--- config.mk ---
export PLATFORM = sky130hd
export DESIGN_NAME = uparc_lsu
export DESIGN_NICKNAME = d
export VERILOG_FILES = /design/src/hdl/uparc_cfg_pkg.sv /design/src/hdl/uparc_lsu_pkg.sv /design/src/hdl/uparc_lsu.sv
export SDC_FILE = /design/constraint.sdc
export NUM_CORES = 1
export LEC_CHECK = 0
export BUFFER_PORTS_ARGS = -buffer_cell sky130_fd_sc_hd__buf_4
export CAP_MARGIN = 20
export CORE_ASPECT_RATIO = 0.75
export CORE_MARGIN = 8
export CORE_UTILIZATION = 39
export DETAILED_ROUTE_END_ITERATION = 10
export PLACE_DENSITY = 0.81
export SLEW_MARGIN = 20
export SYNTH_ARGS = -nofsm -noshare
export SYNTH_HDL_FRONTEND = slang
export SYNTH_SLANG_ARGS = --single-unit
--- constraint.sdc ---
create_clock -name clk -period 2.2 [get_ports clk]
set_input_delay 0.44 -clock clk [delete_from_list [all_inputs] [get_ports clk]]
set_output_delay 0.44 -clock clk [all_outputs]
set_load 0.02 [all_outputs]
--- src/hdl/uparc_cfg_pkg.sv ---
package uparc_cfg_pkg;

	// core datapath sizes
	localparam int DATA_WIDTH = 32;			// data and register width
	localparam int ADDR_WIDTH = 32;			// byte address width
	localparam int REGNO_WIDTH = 5;			// destination register number, 0 is no writeback

	// memory word organisation
	localparam int BYTE_LANES = 4;			// bytes per data word
	localparam int LANE_BITS = $clog2(BYTE_LANES);	// byte offset bits inside a word
	localparam int WORD_ADDR_WIDTH = ADDR_WIDTH - LANE_BITS;	// word index width

	// handy derived constants
	localparam int BYTE_BITS = 8;			// bits per byte lane
	localparam int HWORD_BITS = 2 * BYTE_BITS;	// bits per halfword

endpackage

--- src/hdl/uparc_lsu_pkg.sv ---
package uparc_lsu_pkg;

	// load/store command as seen on lsu_cmd and i_lsu_op
	typedef enum logic [1:0] {
		LSU_IDLE	= 2'b00,	// no access
		LSU_BYTE	= 2'b01,	// 8-bit access
		LSU_HWORD	= 2'b10,	// 16-bit access, bit 0 of address must be clear
		LSU_WORD	= 2'b11		// 32-bit access, low two address bits must be clear
	} lsu_cmd_t;

	// writeback result select, bit 3 marks a memory load
	typedef enum logic [3:0] {
		RD_ALU		= 4'b0000,	// pass ALU result
		RD_BYTE_SE	= 4'b1000,	// sign-extended byte
		RD_BYTE_ZE	= 4'b1001,	// zero-extended byte
		RD_HWORD_SE	= 4'b1010,	// sign-extended halfword
		RD_HWORD_ZE	= 4'b1011,	// zero-extended halfword
		RD_WORD		= 4'b1100	// full word
	} rd_mux_t;

endpackage

--- src/hdl/uparc_lsu.sv ---
module uparc_lsu (
	input  logic						clk,
	input  logic						nrst,
	input  logic [uparc_cfg_pkg::ADDR_WIDTH-1:0]		lsu_addr,	// byte address
	input  logic [uparc_cfg_pkg::DATA_WIDTH-1:0]		lsu_wdata,	// store data, register view
	input  uparc_lsu_pkg::lsu_cmd_t				lsu_cmd,	// command pulse
	input  logic						lsu_rnw,	// 1 read, 0 write
	output logic [uparc_cfg_pkg::DATA_WIDTH-1:0]		lsu_rdata,	// load data at bit 0
	output logic						lsu_busy,
	output logic						lsu_err_align,
	output logic						lsu_err_bus,
	output logic						ram_req,
	output logic						ram_we,
	output logic [uparc_cfg_pkg::WORD_ADDR_WIDTH-1:0]	ram_addr,	// word index
	output logic [uparc_cfg_pkg::BYTE_LANES-1:0]		ram_be,
	output logic [uparc_cfg_pkg::DATA_WIDTH-1:0]		ram_wdata,
	input  logic						ram_ack,
	input  logic [uparc_cfg_pkg::DATA_WIDTH-1:0]		ram_rdata,
	input  logic						ram_err
);
	import uparc_cfg_pkg::*;
	import uparc_lsu_pkg::*;

	logic [LANE_BITS-1:0]		lane;		// byte offset inside the word
	logic [LANE_BITS-1:0]		lane_r;		// offset of the access in flight
	logic				misalign;
	logic				cmd_ok;		// aligned non-idle command
	logic				pend_r;		// waiting for ack

	assign lane = lsu_addr[LANE_BITS-1:0];
	assign ram_addr = lsu_addr[ADDR_WIDTH-1:LANE_BITS];	// drop byte offset

	// halfwords need an even address, words need lane 0
	always_comb
	begin
		case (lsu_cmd)
		LSU_HWORD: misalign = lane[0];
		LSU_WORD:  misalign = (lane != '0);
		default:   misalign = 1'b0;
		endcase
	end

	assign cmd_ok = (lsu_cmd != LSU_IDLE) && !misalign;
	assign ram_req = cmd_ok;			// misaligned never reaches memory
	assign ram_we = !lsu_rnw;
	assign lsu_busy = cmd_ok | pend_r;		// high from command until ack cycle

	// byte enables and lane replication of store data
	always_comb
	begin
		case (lsu_cmd)
		LSU_BYTE:
		begin
			ram_be = BYTE_LANES'(1) << lane;
			ram_wdata = {BYTE_LANES{lsu_wdata[BYTE_BITS-1:0]}};
		end
		LSU_HWORD:
		begin
			ram_be = BYTE_LANES'(3) << lane;	// lane is 0 or 2 here
			ram_wdata = {(BYTE_LANES/2){lsu_wdata[HWORD_BITS-1:0]}};
		end
		default:
		begin
			ram_be = '1;				// whole word
			ram_wdata = lsu_wdata;
		end
		endcase
	end

	// access tracking and error pulses
	always_ff @(posedge clk or negedge nrst)
	begin
		if (!nrst)
		begin
			pend_r <= 1'b0;
			lsu_err_align <= 1'b0;
			lsu_err_bus <= 1'b0;
		end
		else
		begin
			lsu_err_align <= (lsu_cmd != LSU_IDLE) && misalign;	// one cycle later
			lsu_err_bus <= ram_ack & ram_err;			// lines up with rdata
			if (ram_ack)
				pend_r <= 1'b0;
			else if (cmd_ok)
				pend_r <= 1'b1;
		end
	end

	// lane offset and returned data
	always_ff @(posedge clk)
	begin
		if (cmd_ok)
			lane_r <= lane;
		if (ram_ack)
			lsu_rdata <= ram_rdata >> {lane_r, 3'b000};	// selected lane to bit 0
	end

	// memory answers only requests that were made
	a_ack_only_when_busy: assert property (@(posedge clk) disable iff (!nrst)
		ram_ack |-> pend_r)
		else $error("ram_ack without outstanding access");

endmodule

=== Word-level counts from Yosys, hierarchy flattened ===
Cells that the tools add are included.

* Bits in writable memories: 0
* Memories kept: 0
* Register bits after elaboration: 37
* Bits in latches: 0
* Output and inout port bits: 103
* Memory bits (read-only): 0

* Reductions and logical operators: 7
* Multiplexer cells: 5
* Add/sub/neg operators: 0
* Equality and inequality tests: 3
* $mul: 0
* Bitwise operators: 2
* Shift operators: 3
* Magnitude comparators: 0
* Div/mod/pow operators: 0

{| class="wikitable"
|+ Operators with widths
! cell !! count
|-
| one-hot mux 32 bit (2 select lines) || 1
|-
| right shift 32 x 5 -> 32 bit || 1
|-
| one-hot mux 4 bit (2 select lines) || 1
|-
| nonzero test 2 bit || 3
|-
| equality test 2 bit (second input constant) || 2
|-
| left shift 1 x 2 -> 4 bit (first input constant) || 1
|-
| left shift 2 x 2 -> 4 bit (first input constant) || 1
|-
| equality test 2 x 1 -> 1 bit (second input constant) || 1
|-
| logical AND 1 bit || 2
|-
| logical NOT 1 bit || 2
|-
| 2-to-1 mux 1 bit || 2
|-
| one-hot mux 1 bit (2 select lines) || 1
|-
| AND 1 bit || 1
|-
| OR 1 bit || 1
|}

=== Logic depth before layout (Yosys ltp) ===
* Depth in word-level cells: 6
* Mapped depth: 6
* Gate-level depth less buffers: 4

=== Worst setup path before layout ===
OpenSTA, ideal clock, no wires.

* Path type: input -> output
* Start point: input lsu_cmd[0]
* End point: output ram_wdata[29] (netlist bit)
* Arrival time: 1.464 ns
* Data required time: 1.760 ns
* Slack: 0.296 ns
* Stages on the path: 6
* Cell sequence: inv_1 -> ha_1 -> buf_6 -> buf_2 -> nor2_1 -> a21oi_1

* Cells in the longest elaborated chain, start to end: 2

{| class="wikitable"
|+ Ends and longest elaborated chain
! element !! line !! text
|-
| start, declared || uparc_lsu.sv:6 || <nowiki>input uparc_lsu_pkg::lsu_cmd_t lsu_cmd,</nowiki>
|-
| equality test 2 bit or equality test 2 x 1 -> 1 bit (tied branches) || uparc_lsu.sv:51 || <nowiki>case (lsu_cmd)</nowiki>
|-
| one-hot mux 32 bit (2 select lines) * || uparc_lsu.sv:51 ||
|-
| end, declared || uparc_lsu.sv:16 || <nowiki>output logic [uparc_cfg_pkg::DATA_WIDTH-1:0] ram_wdata,</nowiki>
|}

Mark *: on every way between the ends. The rest lies on a longest branch, timed or not.

=== Worst setup path in the final report ===
* Start point: input lsu_cmd[0]
* End point: output ram_req

* Cells in the longest elaborated chain, start to end: 4

{| class="wikitable"
|+ Ends and longest elaborated chain
! element !! line !! text
|-
| equality test 2 bit || uparc_lsu.sv:36 || <nowiki>case (lsu_cmd)</nowiki>
|-
| one-hot mux 1 bit (2 select lines) || uparc_lsu.sv:36 ||
|-
| logical NOT 1 bit || uparc_lsu.sv:43 || <nowiki>assign cmd_ok = (lsu_cmd != LSU_IDLE) && !misalign;</nowiki>
|-
| logical AND 1 bit * || uparc_lsu.sv:43 ||
|-
| end, declared || uparc_lsu.sv:12 || <nowiki>output logic ram_req,</nowiki>
|}

Marks and branches as above.

==> summary.txt <==
Routing
  • DRC viols: 0
  • Vias: between 2000 and 2500
  • WL/cell: between 15 and 20 um
  • DR iter-0 viols: between 100 and 150
  • Number of vias per cell: between 5 and 6
  • Antenna-violating nets left: 0
  • DR pass1 iterations: 4
  • Total Wirelength: around 7700 um

Logic synthesis
  • Synth unique cells: 32
  • Netlist Area Pre-Place: 2520 um^2
  • Sequential fraction of the synthesis area: 0.435
  • Post-Synthesis Mean Instance Area: approximately 11 um^2
  • Synth warnings: 0
  • Flip-flop and latch count after synthesis: 37
  • Cells after Synth: ~240
  • Syn nets: roughly 340

Setup path
  • Crit-path slowest cell: o21ai_0
  • Max incr delay on CP: 0.36 ns
  • Top cell family by delay on the critical path: compound AO/OA/AOI/OAI gates
  • Element type at the critical path start: primary input
  • Crit Path Max Fanout: 5
  • Req. time, crit path: 1.76 ns
  • Worst Path Buf+Inv: 3
  • CP most frequent cell: buf_4
  • Worst setup EP type: primary output
  • WS Path Type: primary input to primary output
  • CP Data Arrival Time: between 1.5 and 2 ns
  • CP Cell Sequence: buf_4 > inv_1 > ha_1 > o21ai_0 > a31o_2 > buf_4

Global route
  • Gr usage total: 0.159
  • GR Layer Usage met1: 0.172
  • Routing usage on met2: 0.279
  • Vias in the first global route: approximately 2200
  • First-pass GRT wire length: 11600 um
  • Pin count of the biggest net entering global routing: 35
  • GR peak layer: met2
  • Grt ovf: 0
  • Initial antenna violation count: 0
  • GRT met3 Usage: 0.0442

CTS
  • Clock Tree Buf Depth: 2
  • Clock transition at path regs: about 0.070 ns
  • CTS tree: done
  • Worst-Skew Late Latency: ~0.29 ns
  • Root buffer cell: clkbuf_8
  • TritonCTS Buffers: 5
  • H-tree depth: 2
  • Clk sinks: 37

Floorplanning
  • FP Rows: 25
  • Die ar.: roughly 9300 um^2
  • Die Ht: 85.6 um
  • I/O Pins: about 210
  • Starting Density: 0.401
  • Chip width: 109 um
  • CORE AREA: between 6000 and 7000 um^2

Layout
  • Share of layout cells above drive strength 1: 0.488
  • Ant diodes: 0
  • Synthesis-to-layout area growth: 38.2%
  • Core Util, Final: 0.554
  • Nets@finish: 450

Power
  • Pint: 1.57 mW
  • Clock share of power: 0.260
  • Leakage: about 1.7 nW
  • Sw frac: 0.314
  • P_sw: a little over 0.7 mW
  • Peak supply drop: approximately 0.35 mV
  • Overall power: about 2.3 mW
  • Flop pwr share: 0.385
  • Comb power frac: 0.355
  • Power Dens Cells: ~660 nW/um^2

Min path
  • Hold crit path type: primary input to register

Timing
  • Slew margin rel.: 0.680
  • Hold slack: about 0.38 ns
  • Setup violations, final: 0
  • RSZ-0062 raised after global routing: no
  • Worst Skew: approximately 0.012 ns
  • Fin worst setup slack: 0.106 ns
  • Final hold vios: 0
  • Tcrit/Tclk final: 0.952
  • Setup tns final: 0 ns
  • Min Tclk post-route: approximately 2.1 ns
  • Fmax: 477 MHz
  • Slew Limit Fails: 0
  • Slew @ Worst Pin: between 0.4 and 0.5 ns

Run status
  • Outcome: finished clean

Place
  • Dpl ws: about 0.00048 ns
  • Placer congestion estimate: just under 1
  • Port Buf Inserts: between 100 and 150
  • Final HPWL DP: ~6300 um

Job
  • Max-Cap Viols: 0
-- power by group through the flow --
stage | combinational [mW] | sequential [mW] | clock (mW)
6_report | 0.812 | 0.882 | 0.594
2_1_floorplan | 0.474 | 0.962 | 0
5_1_grt | 0.866 | 0.891 | 0.637
3_5_place_dp | 0.811 | 0.898 | 0
3_3_place_gp | 0.796 | 0.898 | 0
4_1_cts | 0.815 | 0.883 | 0.610
-- synthesized netlist by cell type, drive strengths merged --
cell type / number / area [um^2]
o22ai: 9 / 56.3
a22o: 8 / 70.1
o21ai: 4 / 20.0
nand2: 12 / 45.0
a22oi: 8 / 60.1
a311o: 1 / 10.0
nor2: 19 / 71.3
and2: 10 / 65.1
a21oi: 9 / 45.0
dfrtp: 3 / 75.1
mux2i: 32 / 320
o211ai: 1 / 7.51
a311oi: 1 / 8.76
edfxtp: 34 / 1020
a31o: 1 / 8.76
nor2b: 3 / 26.3
nand2b: 2 / 12.5
clkbuf: 3 / 26.3
o2bb2ai: 7 / 61.3
ha: 4 / 50.1
nor3: 1 / 5.00
or2: 1 / 6.26
inv: 11 / 41.3
a21o: 1 / 7.51
buf: 50 / 398
-- path summary, 6_finish.rpt --
check	startpoint	cells after the start	to	slack (ns)
max in group asynchronous	nrst	2	pend_r	1.64
min	ram_err	2	lsu_err_bus	0.38
min reg2reg	pend_r	2	pend_r	0.68
max	lsu_cmd[0]	6	ram_req	0.11
min in group asynchronous	nrst	2	lsu_err_bus	0.47
max reg2reg	lane_r[0]	3	lsu_rdata[8]	0.72
-- layout by cell type (no fill, tap or decap), drive strengths merged --
cell type    synthesis  routed
inv                 11      11
nor3                 1       1
a22o                 8       8
buf                 50     153
a22oi                8       8
o21ai                4       4
edfxtp              34      34
nor2b                3       3
clkbuf               3       5
nand2b               2       2
or2                  1       1
clkinvlp             0       1
ha                   4       4
nor2                19      19
a21oi                9       9
o211ai               1       1
a311o                1       1
bufinv               0       1
nand2               12      12
mux2i               32      32
clkinv               0       1
dfrtp                3       3
o22ai                9       9
a31o                 1       1
a311oi               1       1
o2bb2ai              7       7
and2                10      10
a21o                 1       1
dlygate4sd3          0       1
-- repair_timing --
| action | in CTS | in global routing |
|---|---|---|
| setup buffers | 0 | 0 |
| hold buffers | 1 | 0 |
| endpoints found under the hold margin | 3 | 0 |
| resized for setup | 0 | 4 |
| endpoints found under the setup margin | 0 | 21 |
-- layer usage --
| layer | vias up | share of wire |
|---|---|---|
| met4 | 0 | 0.040 |
| met3 | 30 | 0.076 |
| li1 | 1021 | - |
| met1 | 985 | 0.36 |
| met5 | - | 0 |
| met2 | 92 | 0.52 |
-- cells by family (layout without fill, tap and decap cells) --
kind of cell             after synthesis  after routing  share of synthesized area
buffers and inverters                 64            173                      0.185
AO/OA/AOI/OAI                         50             50                      0.141
AND/OR/NAND/NOR                       48             48                     0.0919
flip-flops                            37             37                      0.435
multiplexers                          32             32                      0.127
adder cells (fa/ha/maj)                4              4                     0.0199
-- final cells by class --
cell class,instances,area [um^2]
tap,81,101
clock inverter,3,46.3
inverter,11,41.3
timing repair buffer,154,1160
multi-input combinational,134,965
sequential,37,1100
clock buffer,5,68.8
fill,546,2810
-- per-stage QoR --
| step | instance area [um^2] | cells |
|---|---|---|
| 3_3_place_gp | 3340 | 416 |
| 5_1_grt | 3480 | 425 |
| 4_1_cts | 3470 | 425 |
| 2_1_floorplan | 2520 | 235 |
| 3_5_place_dp | 3340 | 416 |
| 6_report | 3480 | 425 |
-- sequential cells by signal (all words and copies together) (netlist names) --
register,count
lsu_rdata,32
lane_r,2
pend_r,1
lsu_err_bus,1
lsu_err_align,1
No activity file was read; power rests on OpenSTA's default activity.
