==> config.mk <==
export PLATFORM = sky130hd
export DESIGN_NAME = uparc_memory_access
export DESIGN_NICKNAME = d
export VERILOG_FILES = /design/src/hdl/uparc_cfg_pkg.sv /design/src/hdl/uparc_lsu_pkg.sv /design/src/hdl/uparc_memory_access.sv
export SDC_FILE = /design/constraint.sdc
export NUM_CORES = 1
export LEC_CHECK = 0
export BUFFER_PORTS_ARGS = -buffer_cell sky130_fd_sc_hd__buf_2
export CAP_MARGIN = 15
export CORE_AREA = 5 5 83 100
export DETAILED_ROUTE_END_ITERATION = 16
export DIE_AREA = 0 0 88 105
export GPL_TIMING_DRIVEN = 0
export PLACE_DENSITY = 0.83
export SYNTH_ARGS = -nofsm -noshare
export SYNTH_HDL_FRONTEND = slang
export SYNTH_SLANG_ARGS = --single-unit
==> constraint.sdc <==
create_clock -name clk -period 7.6 [get_ports clk]
set_clock_uncertainty 0.1 [all_clocks]
set_input_delay 0.76 -clock clk [delete_from_list [all_inputs] [get_ports clk]]
set_output_delay 0.76 -clock clk [all_outputs]
set_load 0.03 [all_outputs]
==> src/hdl/uparc_cfg_pkg.sv <==
package uparc_cfg_pkg;

	// core datapath sizes
	localparam int DATA_WIDTH = 32;			// data and register width
	localparam int ADDR_WIDTH = 32;			// byte address width
	localparam int REGNO_WIDTH = 5;			// destination register number, 0 is no writeback

	// memory word organisation
	localparam int BYTE_LANES = 4;			// bytes per data word
	localparam int LANE_BITS = $clog2(BYTE_LANES);	// byte offset bits inside a word
	localparam int WORD_ADDR_WIDTH = ADDR_WIDTH - LANE_BITS;	// word index width

	// handy derived constants
	localparam int BYTE_BITS = 8;			// bits per byte lane
	localparam int HWORD_BITS = 2 * BYTE_BITS;	// bits per halfword

endpackage

==> src/hdl/uparc_lsu_pkg.sv <==
package uparc_lsu_pkg;

	// load/store command as seen on lsu_cmd and i_lsu_op
	typedef enum logic [1:0] {
		LSU_IDLE	= 2'b00,	// no access
		LSU_BYTE	= 2'b01,	// 8-bit access
		LSU_HWORD	= 2'b10,	// 16-bit access, bit 0 of address must be clear
		LSU_WORD	= 2'b11		// 32-bit access, low two address bits must be clear
	} lsu_cmd_t;

	// writeback result select, bit 3 marks a memory load
	typedef enum logic [3:0] {
		RD_ALU		= 4'b0000,	// pass ALU result
		RD_BYTE_SE	= 4'b1000,	// sign-extended byte
		RD_BYTE_ZE	= 4'b1001,	// zero-extended byte
		RD_HWORD_SE	= 4'b1010,	// sign-extended halfword
		RD_HWORD_ZE	= 4'b1011,	// zero-extended halfword
		RD_WORD		= 4'b1100	// full word
	} rd_mux_t;

endpackage

==> src/hdl/uparc_memory_access.sv <==
module uparc_memory_access (
	input  logic					clk,
	input  logic					nrst,
	input  logic					i_exec_stall,		// execute stage holds
	input  logic					i_fetch_stall,		// fetch stage holds
	input  logic					i_nullify,		// kill the incoming item
	output logic					o_mem_stall,		// access in progress
	output logic					o_bus_error,		// bus error on held item
	output logic					o_addr_error,		// misaligned held item
	input  logic [uparc_cfg_pkg::REGNO_WIDTH-1:0]	i_rd_no,
	input  logic [uparc_cfg_pkg::DATA_WIDTH-1:0]	i_alu_result,		// result or effective address
	input  uparc_lsu_pkg::lsu_cmd_t			i_lsu_op,
	input  logic					i_lsu_lns,		// 1 load, 0 store
	input  logic					i_lsu_ext,		// 1 sign extend
	input  logic [uparc_cfg_pkg::DATA_WIDTH-1:0]	i_mem_data,		// store data
	output logic [uparc_cfg_pkg::ADDR_WIDTH-1:0]	lsu_addr,
	output logic [uparc_cfg_pkg::DATA_WIDTH-1:0]	lsu_wdata,
	output uparc_lsu_pkg::lsu_cmd_t			lsu_cmd,
	output logic					lsu_rnw,
	input  logic [uparc_cfg_pkg::DATA_WIDTH-1:0]	lsu_rdata,
	input  logic					lsu_busy,
	input  logic					lsu_err_align,
	input  logic					lsu_err_bus,
	output logic [uparc_cfg_pkg::REGNO_WIDTH-1:0]	o_rd_no,
	output logic [uparc_cfg_pkg::DATA_WIDTH-1:0]	o_rd_val
);
	import uparc_cfg_pkg::*;
	import uparc_lsu_pkg::*;

	logic				core_stall;	// any stall source freezes the stage
	logic				err_bus_r;	// sticky bus error
	logic				err_align_r;	// sticky alignment error
	rd_mux_t			rd_mux_r;	// result select of held item
	rd_mux_t			rd_mux_nxt;
	logic [DATA_WIDTH-1:0]		alu_r;		// ALU result or address of held item

	// hold the pipe in the command cycle too, so an alignment error
	// that shows up a cycle later still belongs to the held item
	assign o_mem_stall = lsu_busy | (lsu_cmd != LSU_IDLE);
	assign core_stall = i_exec_stall | i_fetch_stall | o_mem_stall;

	assign o_bus_error = lsu_err_bus | err_bus_r;		// pulse or remembered
	assign o_addr_error = lsu_err_align | err_align_r;

	assign lsu_addr = alu_r;				// effective address of the access

	// pick the writeback source for the incoming item
	always_comb
	begin
		rd_mux_nxt = RD_ALU;				// stores and ALU ops
		if (!i_nullify && i_lsu_lns)
		begin
			case (i_lsu_op)
			LSU_BYTE:  rd_mux_nxt = i_lsu_ext ? RD_BYTE_SE : RD_BYTE_ZE;
			LSU_HWORD: rd_mux_nxt = i_lsu_ext ? RD_HWORD_SE : RD_HWORD_ZE;
			LSU_WORD:  rd_mux_nxt = RD_WORD;
			default:   rd_mux_nxt = RD_ALU;
			endcase
		end
	end

	// control state of the stage
	always_ff @(posedge clk or negedge nrst)
	begin
		if (!nrst)
		begin
			lsu_cmd <= LSU_IDLE;
			lsu_rnw <= 1'b0;
			rd_mux_r <= RD_ALU;
			o_rd_no <= '0;
			err_bus_r <= 1'b0;
			err_align_r <= 1'b0;
		end
		else
		begin
			lsu_cmd <= LSU_IDLE;				// command is a single pulse
			err_bus_r <= err_bus_r | lsu_err_bus;		// remember while held
			err_align_r <= err_align_r | lsu_err_align;
			if (!core_stall)
			begin
				o_rd_no <= i_nullify ? '0 : i_rd_no;	// nullified item writes r0
				lsu_cmd <= i_nullify ? LSU_IDLE : i_lsu_op;
				lsu_rnw <= i_lsu_lns;
				rd_mux_r <= rd_mux_nxt;
				err_bus_r <= 1'b0;			// new item starts clean
				err_align_r <= 1'b0;
			end
		end
	end

	// payload of the held item
	always_ff @(posedge clk)
	begin
		if (!core_stall)
		begin
			alu_r <= i_alu_result;
			lsu_wdata <= i_mem_data;
		end
	end

	// writeback value, load data is already shifted to bit 0
	always_comb
	begin
		case (rd_mux_r)
		RD_BYTE_SE:  o_rd_val = {{(DATA_WIDTH-BYTE_BITS){lsu_rdata[BYTE_BITS-1]}},
				lsu_rdata[BYTE_BITS-1:0]};
		RD_BYTE_ZE:  o_rd_val = {{(DATA_WIDTH-BYTE_BITS){1'b0}}, lsu_rdata[BYTE_BITS-1:0]};
		RD_HWORD_SE: o_rd_val = {{(DATA_WIDTH-HWORD_BITS){lsu_rdata[HWORD_BITS-1]}},
				lsu_rdata[HWORD_BITS-1:0]};
		RD_HWORD_ZE: o_rd_val = {{(DATA_WIDTH-HWORD_BITS){1'b0}}, lsu_rdata[HWORD_BITS-1:0]};
		RD_WORD:     o_rd_val = lsu_rdata;
		default:     o_rd_val = alu_r;
		endcase
	end

	// a stalled edge never launches a new access
	a_no_cmd_after_stall: assert property (@(posedge clk) disable iff (!nrst)
		o_mem_stall |=> lsu_cmd == LSU_IDLE)
		else $error("command issued after a memory stall cycle");

endmodule

Yosys cells after proc, flatten, opt, wreduce, memory -nomap -nowiden
Cells that the tools add are included.
{"block": "op_classes", "n_mux": 10, "bitwise_logic": 5, "eq_ne": 8, "reduce_logical": 3}
{"operator": "32-bit one-hot mux with 5 select lines", "n": 1}
{"operator": "4-bit == test, second input constant", "n": 5}
{"operator": "4-bit one-hot mux with 3 select lines", "n": 1}
{"operator": "5-bit two-way mux", "n": 1}
{"operator": "1-bit OR", "n": 5}
{"operator": "2-bit == test, second input constant", "n": 2}
{"operator": "1-bit two-way mux", "n": 4}
{"operator": "2-bit two-way mux", "n": 2}
{"operator": "4-bit two-way mux", "n": 1}
{"operator": "2-bit by 1-bit == test with 1-bit output, second input constant", "n": 1}
{"operator": "2-bit nonzero test", "n": 1}
{"operator": "1-bit logical AND", "n": 1}
{"operator": "1-bit logical NOT", "n": 1}
{"block": "word_totals", "elab_cells": 34, "ff_bits": 78}

Depth between registers and ports, before layout
Gate-level depths: netlist of the first run.
{"block": "logic_depth", "ltp_word": 4, "depth_mapped": 5}

Least setup slack after synthesis of the first run
No wires, ideal clock.
{"block": "synth_timing", "kind": "input to register", "start": "input port lsu_busy", "end": "register alu_r[0] (netlist: lsu_addr[0]) (enable)", "path_stages": 5, "n_path_buf": 2, "required_time_ps": 7082, "arrival_time_ps": 3004, "setup_slack_ps": 4078, "cell_sequence": "or3_4 or3_1 buf_6 buf_12 inv_1"}
{"block": "synth_via", "elab_chain_len": 2}
{"element": "start: declaration", "line_no": "uparc_memory_access.sv:21", "rtl": "input logic lsu_busy,"}
{"element": "1-bit OR", "line_no": "uparc_memory_access.sv:39", "rtl": "assign o_mem_stall = lsu_busy | (lsu_cmd != LSU_IDLE);"}
{"element": "1-bit OR", "line_no": "uparc_memory_access.sv:40", "rtl": "assign core_stall = i_exec_stall | i_fetch_stall | o_mem_stall;"}
{"element": "end signal: assignment", "line_no": "uparc_memory_access.sv:96", "rtl": "alu_r <= i_alu_result;"}
{"element": "end: declaration", "line_no": "uparc_memory_access.sv:35", "rtl": "logic [DATA_WIDTH-1:0] alu_r;"}
Every way passes these cells.
A chain may end at the register's enable or synchronous reset.

Final worst setup path of the first run
{"block": "layout_timing", "start": "register rd_mux_r[3]", "end": "output port o_rd_val[24] in the netlist's numbering"}
{"block": "layout_via", "elab_chain_len": 2, "word_cells_on_any_way": 6, "cone_classes": "eq/ne: 5; mux: 1"}
{"element": "start: declaration", "line_no": "uparc_memory_access.sv:33", "rtl": "rd_mux_t rd_mux_r;"}
{"element": "start signal: assignment", "line_no": "uparc_memory_access.sv:84", "rtl": "rd_mux_r <= rd_mux_nxt;"}
{"element": "4-bit == test", "line_no": "uparc_memory_access.sv:104", "rtl": "case (rd_mux_r)"}
{"element": "32-bit one-hot mux with 5 select lines *", "line_no": "uparc_memory_access.sv:104"}
{"element": "end: declaration", "line_no": "uparc_memory_access.sv:25", "rtl": "output logic [uparc_cfg_pkg::DATA_WIDTH-1:0] o_rd_val"}
Every way passes the cells marked *; elsewhere a longest branch is shown, timed or not.

==> run metrics, run 1 <==
max_slew headroom 0.625; Post-route DRC 0; largest net degree at the start of global routing 44; fin cells 490; Synth Area in Simple Gates 0.0625; Clk pin slew, worst setup/hold paths 0.08 ns; drt first pass iters 5; R2R setup slack 5.13 ns; share of cells above drive strength 1 0.665; nets@finish 508; Max VDD drop 200 µV; max-cap check violation count 0; Ant. Diodes 0; commonest non-fill, non-tap cell in the layout buf_2; Routed wire per std cell 18.1 µm; global route overflow 0; setup tns final 0 ns; initial DRC count 119; number of buffers added on ports 219; Max H-tree Level 3; cts repair resizes 0; Synthesized Nets 277; XOR/XNOR Fraction of Synth Area 0.00290; worst hold path class input port to async pin; maximum clock rate 301 MHz; area growth from synthesis to layout 47.4%; clk root buf clkbuf_8; DR vias 2418; largest family of logic cells by synthesized area compound AO/OA/AOI/OAI gates; gpl congestion 0.739; CP Class flop to output pin; num rows 34; register area share after synthesis 0.752; slowest CP cell nor3b_2; initial antenna violation count 0; final setup vio count 0; cells after synthesis 164; RSZ-0062 raised after global routing no; die area 0.00924 mm²; status finished clean; Buf+Inv Stages, Crit Path 2; Worst-Margin Slew 0.563 ns; Top delay family on crit path simple AND/OR/NAND/NOR gates; TritonCTS buffer count 9; Total GRT Usage 0.192; initial core utilization 0.420; flip-flop and latch count after synthesis 78; Max Transition Viols Final 0; first-pass GRT wire length 13300 µm; hold buffer count at cts 0; TritonCTS Sinks 78; Synth area leader edfxtp_1; vias in the first global route 2621; post-route ant nets 0; detailed-placement wirelength estimate 7160 µm; Post-CTS Setup Inserts 0; final worst slack 4.28 ns; Leakage Power 0.00203 µW; crit-path max cell delay 0.54 ns; crit start category flop; Final Cycle Share 0.437; worst path required time 6.74 ns; worst skew pair latency 0.34 ns; mux share of post-synthesis cell area 0.0749; most frequent cells in the layout buf_2 (220), edfxtp_1 (64), a221o_1 (22), dfrtp_1 (14), mux2_2 (13); Die X-Extent 88 µm; Synth warnings 0; Post-Place Worst Slack 4.37 ns; placed insts 474; clk buf depth 2; CP max FO 10; post-synth top area share 0.636; fraction of the mapped netlist area in adder cells 0; Setup crit end kind output pin; CP Cell Sequence nor2b_1, nor3b_2, clkbuf_1, a221o_1, buf_2; Die Height 105 µm; final wirelength 8880 µm; Finished Core Util 0.620; crit path DAT 2.46 ns; Synth Area in Compound Gates 0.0861; CTS tree done; IO Count 220; leading post-synthesis cells by cell area edfxtp_1 (64%), dfrtp_1 (12%), a221o_1 (7.3%), mux2_2 (4.8%), mux2_4 (2.0%); Placeable Area 0.00719 mm²; Fin. Hold Viols 0; synthesized area per cell 18.4 µm²; post-layout min period 3.32 ns; Distinct cells, synth 34; post-DR vias/cell 4.93; Post-Synthesis Cell Area 0.00302 mm²; P per Cell Area 230 mW/mm²
-- state kept, by name, indices dropped and copies added (netlist names) --
register / flops
lsu_rnw: 1
lsu_cmd: 2
err_align_r: 1
lsu_wdata: 32
o_rd_no: 5
rd_mux_r: 4
lsu_addr: 32
err_bus_r: 1
-- path summary, 6_finish.rpt --
kind / startpoint / cells past startpoint / end
max in group asynchronous: nrst / 1 / lsu_rnw
worst max-delay path: rd_mux_r[3] / 5 / o_rd_val[24]
worst min register to register: o_rd_no[4] / 1 / o_rd_no[4]
worst max register to register: lsu_cmd[1] / 6 / lsu_wdata[21]
worst min-delay path: nrst / 1 / lsu_cmd[0]
min in group clk: o_rd_no[4] / 1 / o_rd_no[4]
-- layer usage --
| layer | global-route usage | share of wire |
|---|---|---|
| met5 | 0 | 0 |
| met4 | 0.0548 | 0.011 |
| met3 | 0.0764 | 0.12 |
| met2 | 0.347 | 0.54 |
| met1 | 0.202 | 0.33 |
-- through the flow --
step / hold slack [ns] / power [µW] / area (µm²)
after floorplan: 0.364 / 640 / 3020
after global placement: 0.383 / 716 / 4230
after detailed placement: 0.390 / 721 / 4250
after CTS: 0.192 / 1030 / 4450
after global routing: 0.200 / 1070 / 4450
final: 0.205 / 1020 / 4450
-- kinds of logic (layout without fill, tap and decap cells) --
logic type             after synthesis  count (layout)
XOR/XNOR                             1               1
multiplexers                        19              19
AO/OA/AOI/OAI                       27              27
flip-flops                          78              78
AND/OR/NAND/NOR                     28              28
buffers and inverters               11             247
-- where the power goes --
| part | total [µW] | switching, µW | internal (µW) |
|---|---|---|---|
| clock | 313 | 158 | 155 |
| combinational | 218 | 136 | 81.4 |
| sequential | 492 | 8.92 | 483 |
-- area by class of cell --
type,instances,area [µm²]
buffer,9,58.8
clock buffer,9,124
clock inverter,7,78.8
fill,580,2740
inverter,2,7.51
multi-input combinational,75,684
sequential,78,2270
tap,90,113
timing repair buffer,220,1120
-- synthesized netlist by cell type (all sizes together) --
master and number:
and2 3, or2 2, nor3b 3, xnor2 1
nor2 3, o221a 2, nor4bb 1, nor2b 6
a21o 1, o21ai 1, a221o 22, a21oi 1
or3b 1, nand2b 2, mux2 17, nand3 1
and3 1, or3 2, buf 4, clkbuf 5
nand2 1, nor3 1, and4b 1, mux2i 2
edfxtp 64, inv 2, dfrtp 14
Power figures use the tool's default switching activity.
==> inputs of run 2 (changes only) <==
- CORE_AREA: 5 5 83 100 -> 5 5 86 104
- DIE_AREA: 0 0 88 105 -> 0 0 91 109
- PLACE_DENSITY: 0.83 -> 0.77
- clock period: 7.6 -> 3.2 ns (I/O delays scaled with it)
==> run 2 against run 1 <==
Routed wire length is 0.52% higher. Highest routed layer unchanged. Combinational power is 140% higher. Largest cell class unchanged. Critical path type unchanged. Via count is 0.62% lower. Cell count is 1.2% higher.
==> run metrics, run 2 (same netlist as run 1, synthesis figures left out) <==
status finished clean; Die X-Extent 91 µm (+3.4%); worst path required time 2.78 ns (-3.96 ns); worst skew pair latency 0.34 ns (about the same); Max VDD drop 358 µV (+79%); Ant. Diodes 0 (unchanged); TritonCTS Sinks 78 (unchanged); post-route cell area 0.00448 mm² (+0.67%); Final Cycle Share 0.892; Worst-Margin Slew 0.563 ns (+0.000363 ns); post-DR vias/cell 4.84 (-1.8%); post-layout min period 2.85 ns; Max Transition Viols Final 0 (unchanged); detailed-placement wirelength estimate 7360 µm (+2.9%); CP max FO 10 (unchanged); Clk pin slew, worst setup/hold paths 0.08 ns (about the same); max_slew headroom 0.623 (-0.00189); Max H-tree Level 3 (unchanged); GR met2 Demand/Resource 0.303 (-0.0444); final setup vio count 0 (unchanged); Placeable Area 0.00788 mm² (+9.6%); Total GRT Usage 0.176 (-0.0162); largest net degree at the start of global routing 44 (unchanged); Post-route DRC 0 (unchanged); clk root buf clkbuf_8; nets@finish 509 (+0.20%); max-cap check violation count 0 (unchanged); crit start category flop; die area 0.00992 mm² (+7.3%); initial antenna violation count 0 (unchanged); fin cells 496 (+1.2%); Routed wire per std cell 18.0 µm (-0.70%); DR vias 2403 (-0.62%); maximum clock rate 350 MHz; clk buf depth 2 (unchanged); num rows 36 (+5.9%); area post-placement 0.00426 mm² (+0.24%); crit path DAT 2.43 ns (-0.03 ns); Leakage Power 0.00204 µW (+0.43%); global route overflow 0 (unchanged); initial core utilization 0.383 (-0.0370); area growth from synthesis to layout 48.3%; vias in the first global route 2648 (+1.0%); first-pass GRT wire length 13300 µm (+0.11%); Setup crit end kind output pin; CTS tree done; initial DRC count 133 (+12%); CP Class flop to output pin; GRT met1 Usage 0.185 (-0.0174); most frequent cells in the layout buf_2 (220), edfxtp_1 (64), a221o_1 (22), dfrtp_1 (14), mux2_2 (13); placed insts 479 (+1.1%); drt first pass iters 4 (-1); gpl congestion 0.806 (+9.0%); global-route met3 utilization 0.0911 (+0.0147); TritonCTS buffer count 9 (unchanged); commonest non-fill, non-tap cell in the layout buf_2; IO Count 220 (unchanged); Die Height 109 µm (+3.8%); setup tns final 0 ns (unchanged); Fin. Hold Viols 0 (unchanged); number of buffers added on ports 219 (unchanged); worst hold path class input port to flop; post-route ant nets 0 (unchanged); share of cells above drive strength 1 0.658 (-0.00665); grt peak-use layer met2; RSZ-0062 raised after global routing no; final wirelength 8930 µm (+0.52%); P per Cell Area 552 mW/mm² (+140%)
## run 2: changes by cell type in the layout (fill, tap and decap cells not counted)
cell           change
inv_6              -2
bufinv_16          +1
clkbuf_1           +1
clkinv_1           +1
clkinv_2           +1
clkinvlp_4         -1
dlygate4sd3_1      +1
inv_2              -1
## run 2: metal layers
metal / up-vias / share of wire
met5: - / 0
met4: 0 / 0.0095
met3: 7 / 0.12
met2: 136 / 0.51
met1: 1135 / 0.35
li1: 1125 / -
## run 2: worst paths after layout
kind	from	end	slack, ns	depth (start not counted)
setup / recovery	rd_mux_r[3]	o_rd_val[30]	0.35	5
hold reg to reg	o_rd_no[4]	o_rd_no[4]	0.40	1
setup reg to reg	lsu_cmd[1]	lsu_wdata[16]	0.74	6
hold / removal	i_alu_result[5]	lsu_addr[5]	0.05	1
max in group asynchronous	nrst	rd_mux_r[2]	2.45	2
min in group asynchronous	nrst	o_rd_no[0]	0.30	2
## run 2: power by group
group | total [µW] | internal (µW) | switching [µW] | leakage (µW)
clock network | 782 | 438 | 344 | 0.000104
logic | 524 | 194 | 329 | 0.00117
registers | 1170 | 1150 | 20.9 | 0.000766
total | 2470 | 1780 | 694 | 0.00204
## run 2: critical path, cell delays in order, from the launching register on
cell and delay (ns):
dfrtp_1 0.40, nor2b_1 0.31, nor3b_2 0.55, clkbuf_1 0.41, a221o_1 0.21, buf_2 0.21
## run 2: what timing repair did
action,in CTS,in global routing
hold buffers,1,0
endpoints found under the hold margin,14,0
resized for setup,0,0
buffers inserted,0,0
## run 2: final cells by class
class	instances	area [µm²]
Timing Repair Buffer	221	1130
Inverter	2	11.3
Sequential cell	78	2270
Multi-Input combinational cell	75	684
Clock buffer	10	128
Clock inverter	6	85.1
Buffer	9	58.8
Fill cell	662	3400
Tap cell	95	119
## run 2: metrics by stage
step,total power [µW],worst slack (ns),hold slack (ns),util
2_1_floorplan,1520,0.494,-0.0756,-
3_5_place_dp,1720,0.653,0.133,0.541
3_3_place_gp,1710,0.454,0.129,0.538
4_1_cts,2510,0.278,0.0235,0.569
6_report,2470,0.345,0.0497,0.569
5_1_grt,2590,0.103,0.0127,0.569
==> inputs of run 3 (changes only) <==
--- a/config.mk
+++ b/config.mk
@@ -9,7 +9,7 @@
 export CAP_MARGIN = 15
-export CORE_AREA = 5 5 86 104
+export CORE_AREA = 5 5 83 100
 export DETAILED_ROUTE_END_ITERATION = 16
-export DIE_AREA = 0 0 91 109
+export DIE_AREA = 0 0 88 105
 export GPL_TIMING_DRIVEN = 0
-export PLACE_DENSITY = 0.77
+export PLACE_DENSITY = 0.83
 export SYNTH_ARGS = -nofsm -noshare
==> constraint.sdc (replaced) <==
create_clock -name clk -period 3.65 [get_ports clk]
set_clock_uncertainty 0.1 [all_clocks]
set_input_delay 0.365 -clock clk [delete_from_list [all_inputs] [get_ports clk]]
set_output_delay 0.365 -clock clk [all_outputs]
set_load 0.01 [all_outputs]
==> run 3 against run 2 <==
Via count is 0.67% higher. Core utilization is 5.2 points higher. Die area is 6.8% lower. Flip-flop and latch count stayed put. Clock power is 17% lower. Critical path depth stayed put. Cell count is 1.0% lower. Count of clock-buffer cells in the layout is 1 lower. First-iteration DRC count stayed put. Routed wire length hardly changed. Register-to-register slack better by 0.44 ns. Sequential power is 13% lower. Highest routed layer unchanged. Critical path type unchanged.
==> run metrics, run 3 (same netlist as run 1, synthesis figures left out) <==
area growth from synthesis to layout 47.7%; TritonCTS Sinks 78 (unchanged); Min-Delay Path Depth 1 (unchanged); DR vias 2419 (+0.67%); die area 0.00924 mm² (-6.8%); gpl congestion 0.739 (-8.3%); P per Cell Area 450 mW/mm² (-19%); FILL cells 579 (-13%); nets@finish 509 (unchanged); fin cells 491 (-1.0%); crit start category flop; detailed-placement wirelength estimate 7160 µm (-2.8%); largest net degree at the start of global routing 44 (unchanged); CP max FO 10 (unchanged); slowest CP cell nor3b_2; Top delay family on crit path simple AND/OR/NAND/NOR gates; grt peak-use layer met2; CTS tree done; Routed wire per std cell 18.2 µm (+0.98%); drt first pass iters 5 (+1); final worst slack 0.781 ns (+0.436 ns); initial DRC count 133 (unchanged); WP depth 5 (unchanged); share of cells above drive strength 1 0.663 (+0.00499); worst path required time 3.18 ns (+0.40 ns); Total GRT Usage 0.193 (+0.0165); CP Class flop to output pin; Register Area 0.00227 mm² (unchanged); Leakage Power 0.00204 µW (-0.22%); multi-input combinational cell area 684 µm² (unchanged); Final Cycle Share 0.786; initial antenna violation count 0 (unchanged); Post-CTS Setup Inserts 0 (unchanged); final wirelength 8920 µm (about the same); sink of the worst hold path lsu_wdata[12]; Post-route DRC 0 (unchanged); post-DR vias/cell 4.93 (+1.7%); worst skew pair latency 0.34 ns (about the same); R2R depth 6 (unchanged); Max Transition Viols Final 0 (unchanged); num rows 34 (-5.6%); final setup vio count 0 (unchanged); global-route met3 utilization 0.0764 (-0.0147); crit path DAT 2.40 ns (-0.03 ns); R2R setup slack 1.18 ns (+0.44 ns); RSZ-0062 raised after global routing no; placed insts 474 (-1.0%); post-route ant nets 0 (unchanged); Placeable Area 0.00719 mm² (-8.8%); Setup crit end kind output pin; first-pass GRT wire length 13300 µm (about the same); GRT met1 Usage 0.202 (+0.0174); global route overflow 0 (unchanged); Clk pin slew, worst setup/hold paths 0.09 ns (about the same); clk root buf clkbuf_8; Reg2Reg Capture Point lsu_wdata[21]; max-cap check violation count 0 (unchanged); CP Cell Sequence nor2b_1, nor3b_2, clkbuf_1, a221o_1, buf_2; crit-path max cell delay 0.54 ns (about the same); Buf+Inv Stages, Crit Path 2 (unchanged); Tot Pwr 2010 µW (-19%); Post-Place Worst Slack 1.12 ns (+0.466 ns); IO Count 220 (unchanged); max_slew headroom 0.626 (+0.00335); vias in the first global route 2627 (-0.79%); initial core utilization 0.420 (+0.0370); Ant. Diodes 0 (unchanged); post-layout min period 2.87 ns; cts repair resizes 0 (unchanged); setup tns final 0 ns (unchanged); Die X-Extent 88 µm (-3.3%); commonest non-fill, non-tap cell in the layout buf_2; Fin. Hold Viols 0 (unchanged); GR met2 Demand/Resource 0.348 (+0.0455); Max H-tree Level 3 (unchanged); clk buf depth 2 (unchanged); Worst-Margin Slew 0.560 ns (-0.00257 ns); Die Height 105 µm (-3.7%); status finished clean; R2R Path Start lsu_cmd[1]; Max VDD drop 413 µV (+16%); worst hold path class input port to flop; maximum clock rate 349 MHz; most frequent cells in the layout buf_2 (220), edfxtp_1 (64), a221o_1 (22), dfrtp_1 (14), mux2_2 (13); number of buffers added on ports 219 (unchanged); TritonCTS buffer count 9 (unchanged); Worst Hold Launch i_mem_data[12]
## run 3: cell count changes in the layout (fill, tap and decap cells not counted), sizes merged
cell	previous run	this run
bufinv	2	1
clkbuf	15	14
clkinv	2	0
clkinvlp	2	3
inv	2	5
## run 3: area by class of cell
cell class / instances / area share
multi-input combinational: 75 / 0.153
buffer: 9 / 0.0132
tap: 90 / 0.0252
clock buffer: 9 / 0.0277
sequential: 78 / 0.509
clock inverter: 7 / 0.0177
timing repair buffer: 221 / 0.252
inverter: 2 / 0.00168
## run 3: routing by layer
layer,vias to the layer above,part of all wire
met2,141,0.54
met5,-,0
met3,7,0.12
met1,1151,0.33
met4,0,0.011
li1,1120,-
## run 3: worst max-delay path by stage
stage,endpoint,slack (ns),from
4_1_cts,o_rd_val[24],0.72,rd_mux_r[3]
3_5_place_dp,o_rd_val[24],1.12,rd_mux_r[3]
6_report,o_rd_val[24],0.78,rd_mux_r[3]
5_1_grt,o_rd_val[24],0.64,rd_mux_r[3]
2_1_floorplan,lsu_addr[0],0.48,lsu_cmd[1]
3_3_place_gp,lsu_addr[30],0.04,lsu_busy
## run 3: report_power, final
group / internal (µW) / switching, µW
registers: 1010 / 18.5
clock network: 323 / 329
logic: 169 / 162
total: 1500 / 509
## run 3: stage by stage
stage                     hold slack (ns)   util  cell area, µm²
after floorplan                   -0.0306      -            3020
after global placement              0.172  0.589            4230
after detailed placement            0.178  0.591            4250
after CTS                          0.0736  0.621            4460
after global routing               0.0505  0.621            4460
final                              0.0920  0.621            4460
## run 3: timing repair
action | CTS | global route
setup endpoints to repair | 0 | 0
hold buffers | 1 | 0
hold endpoints to repair | 14 | 0
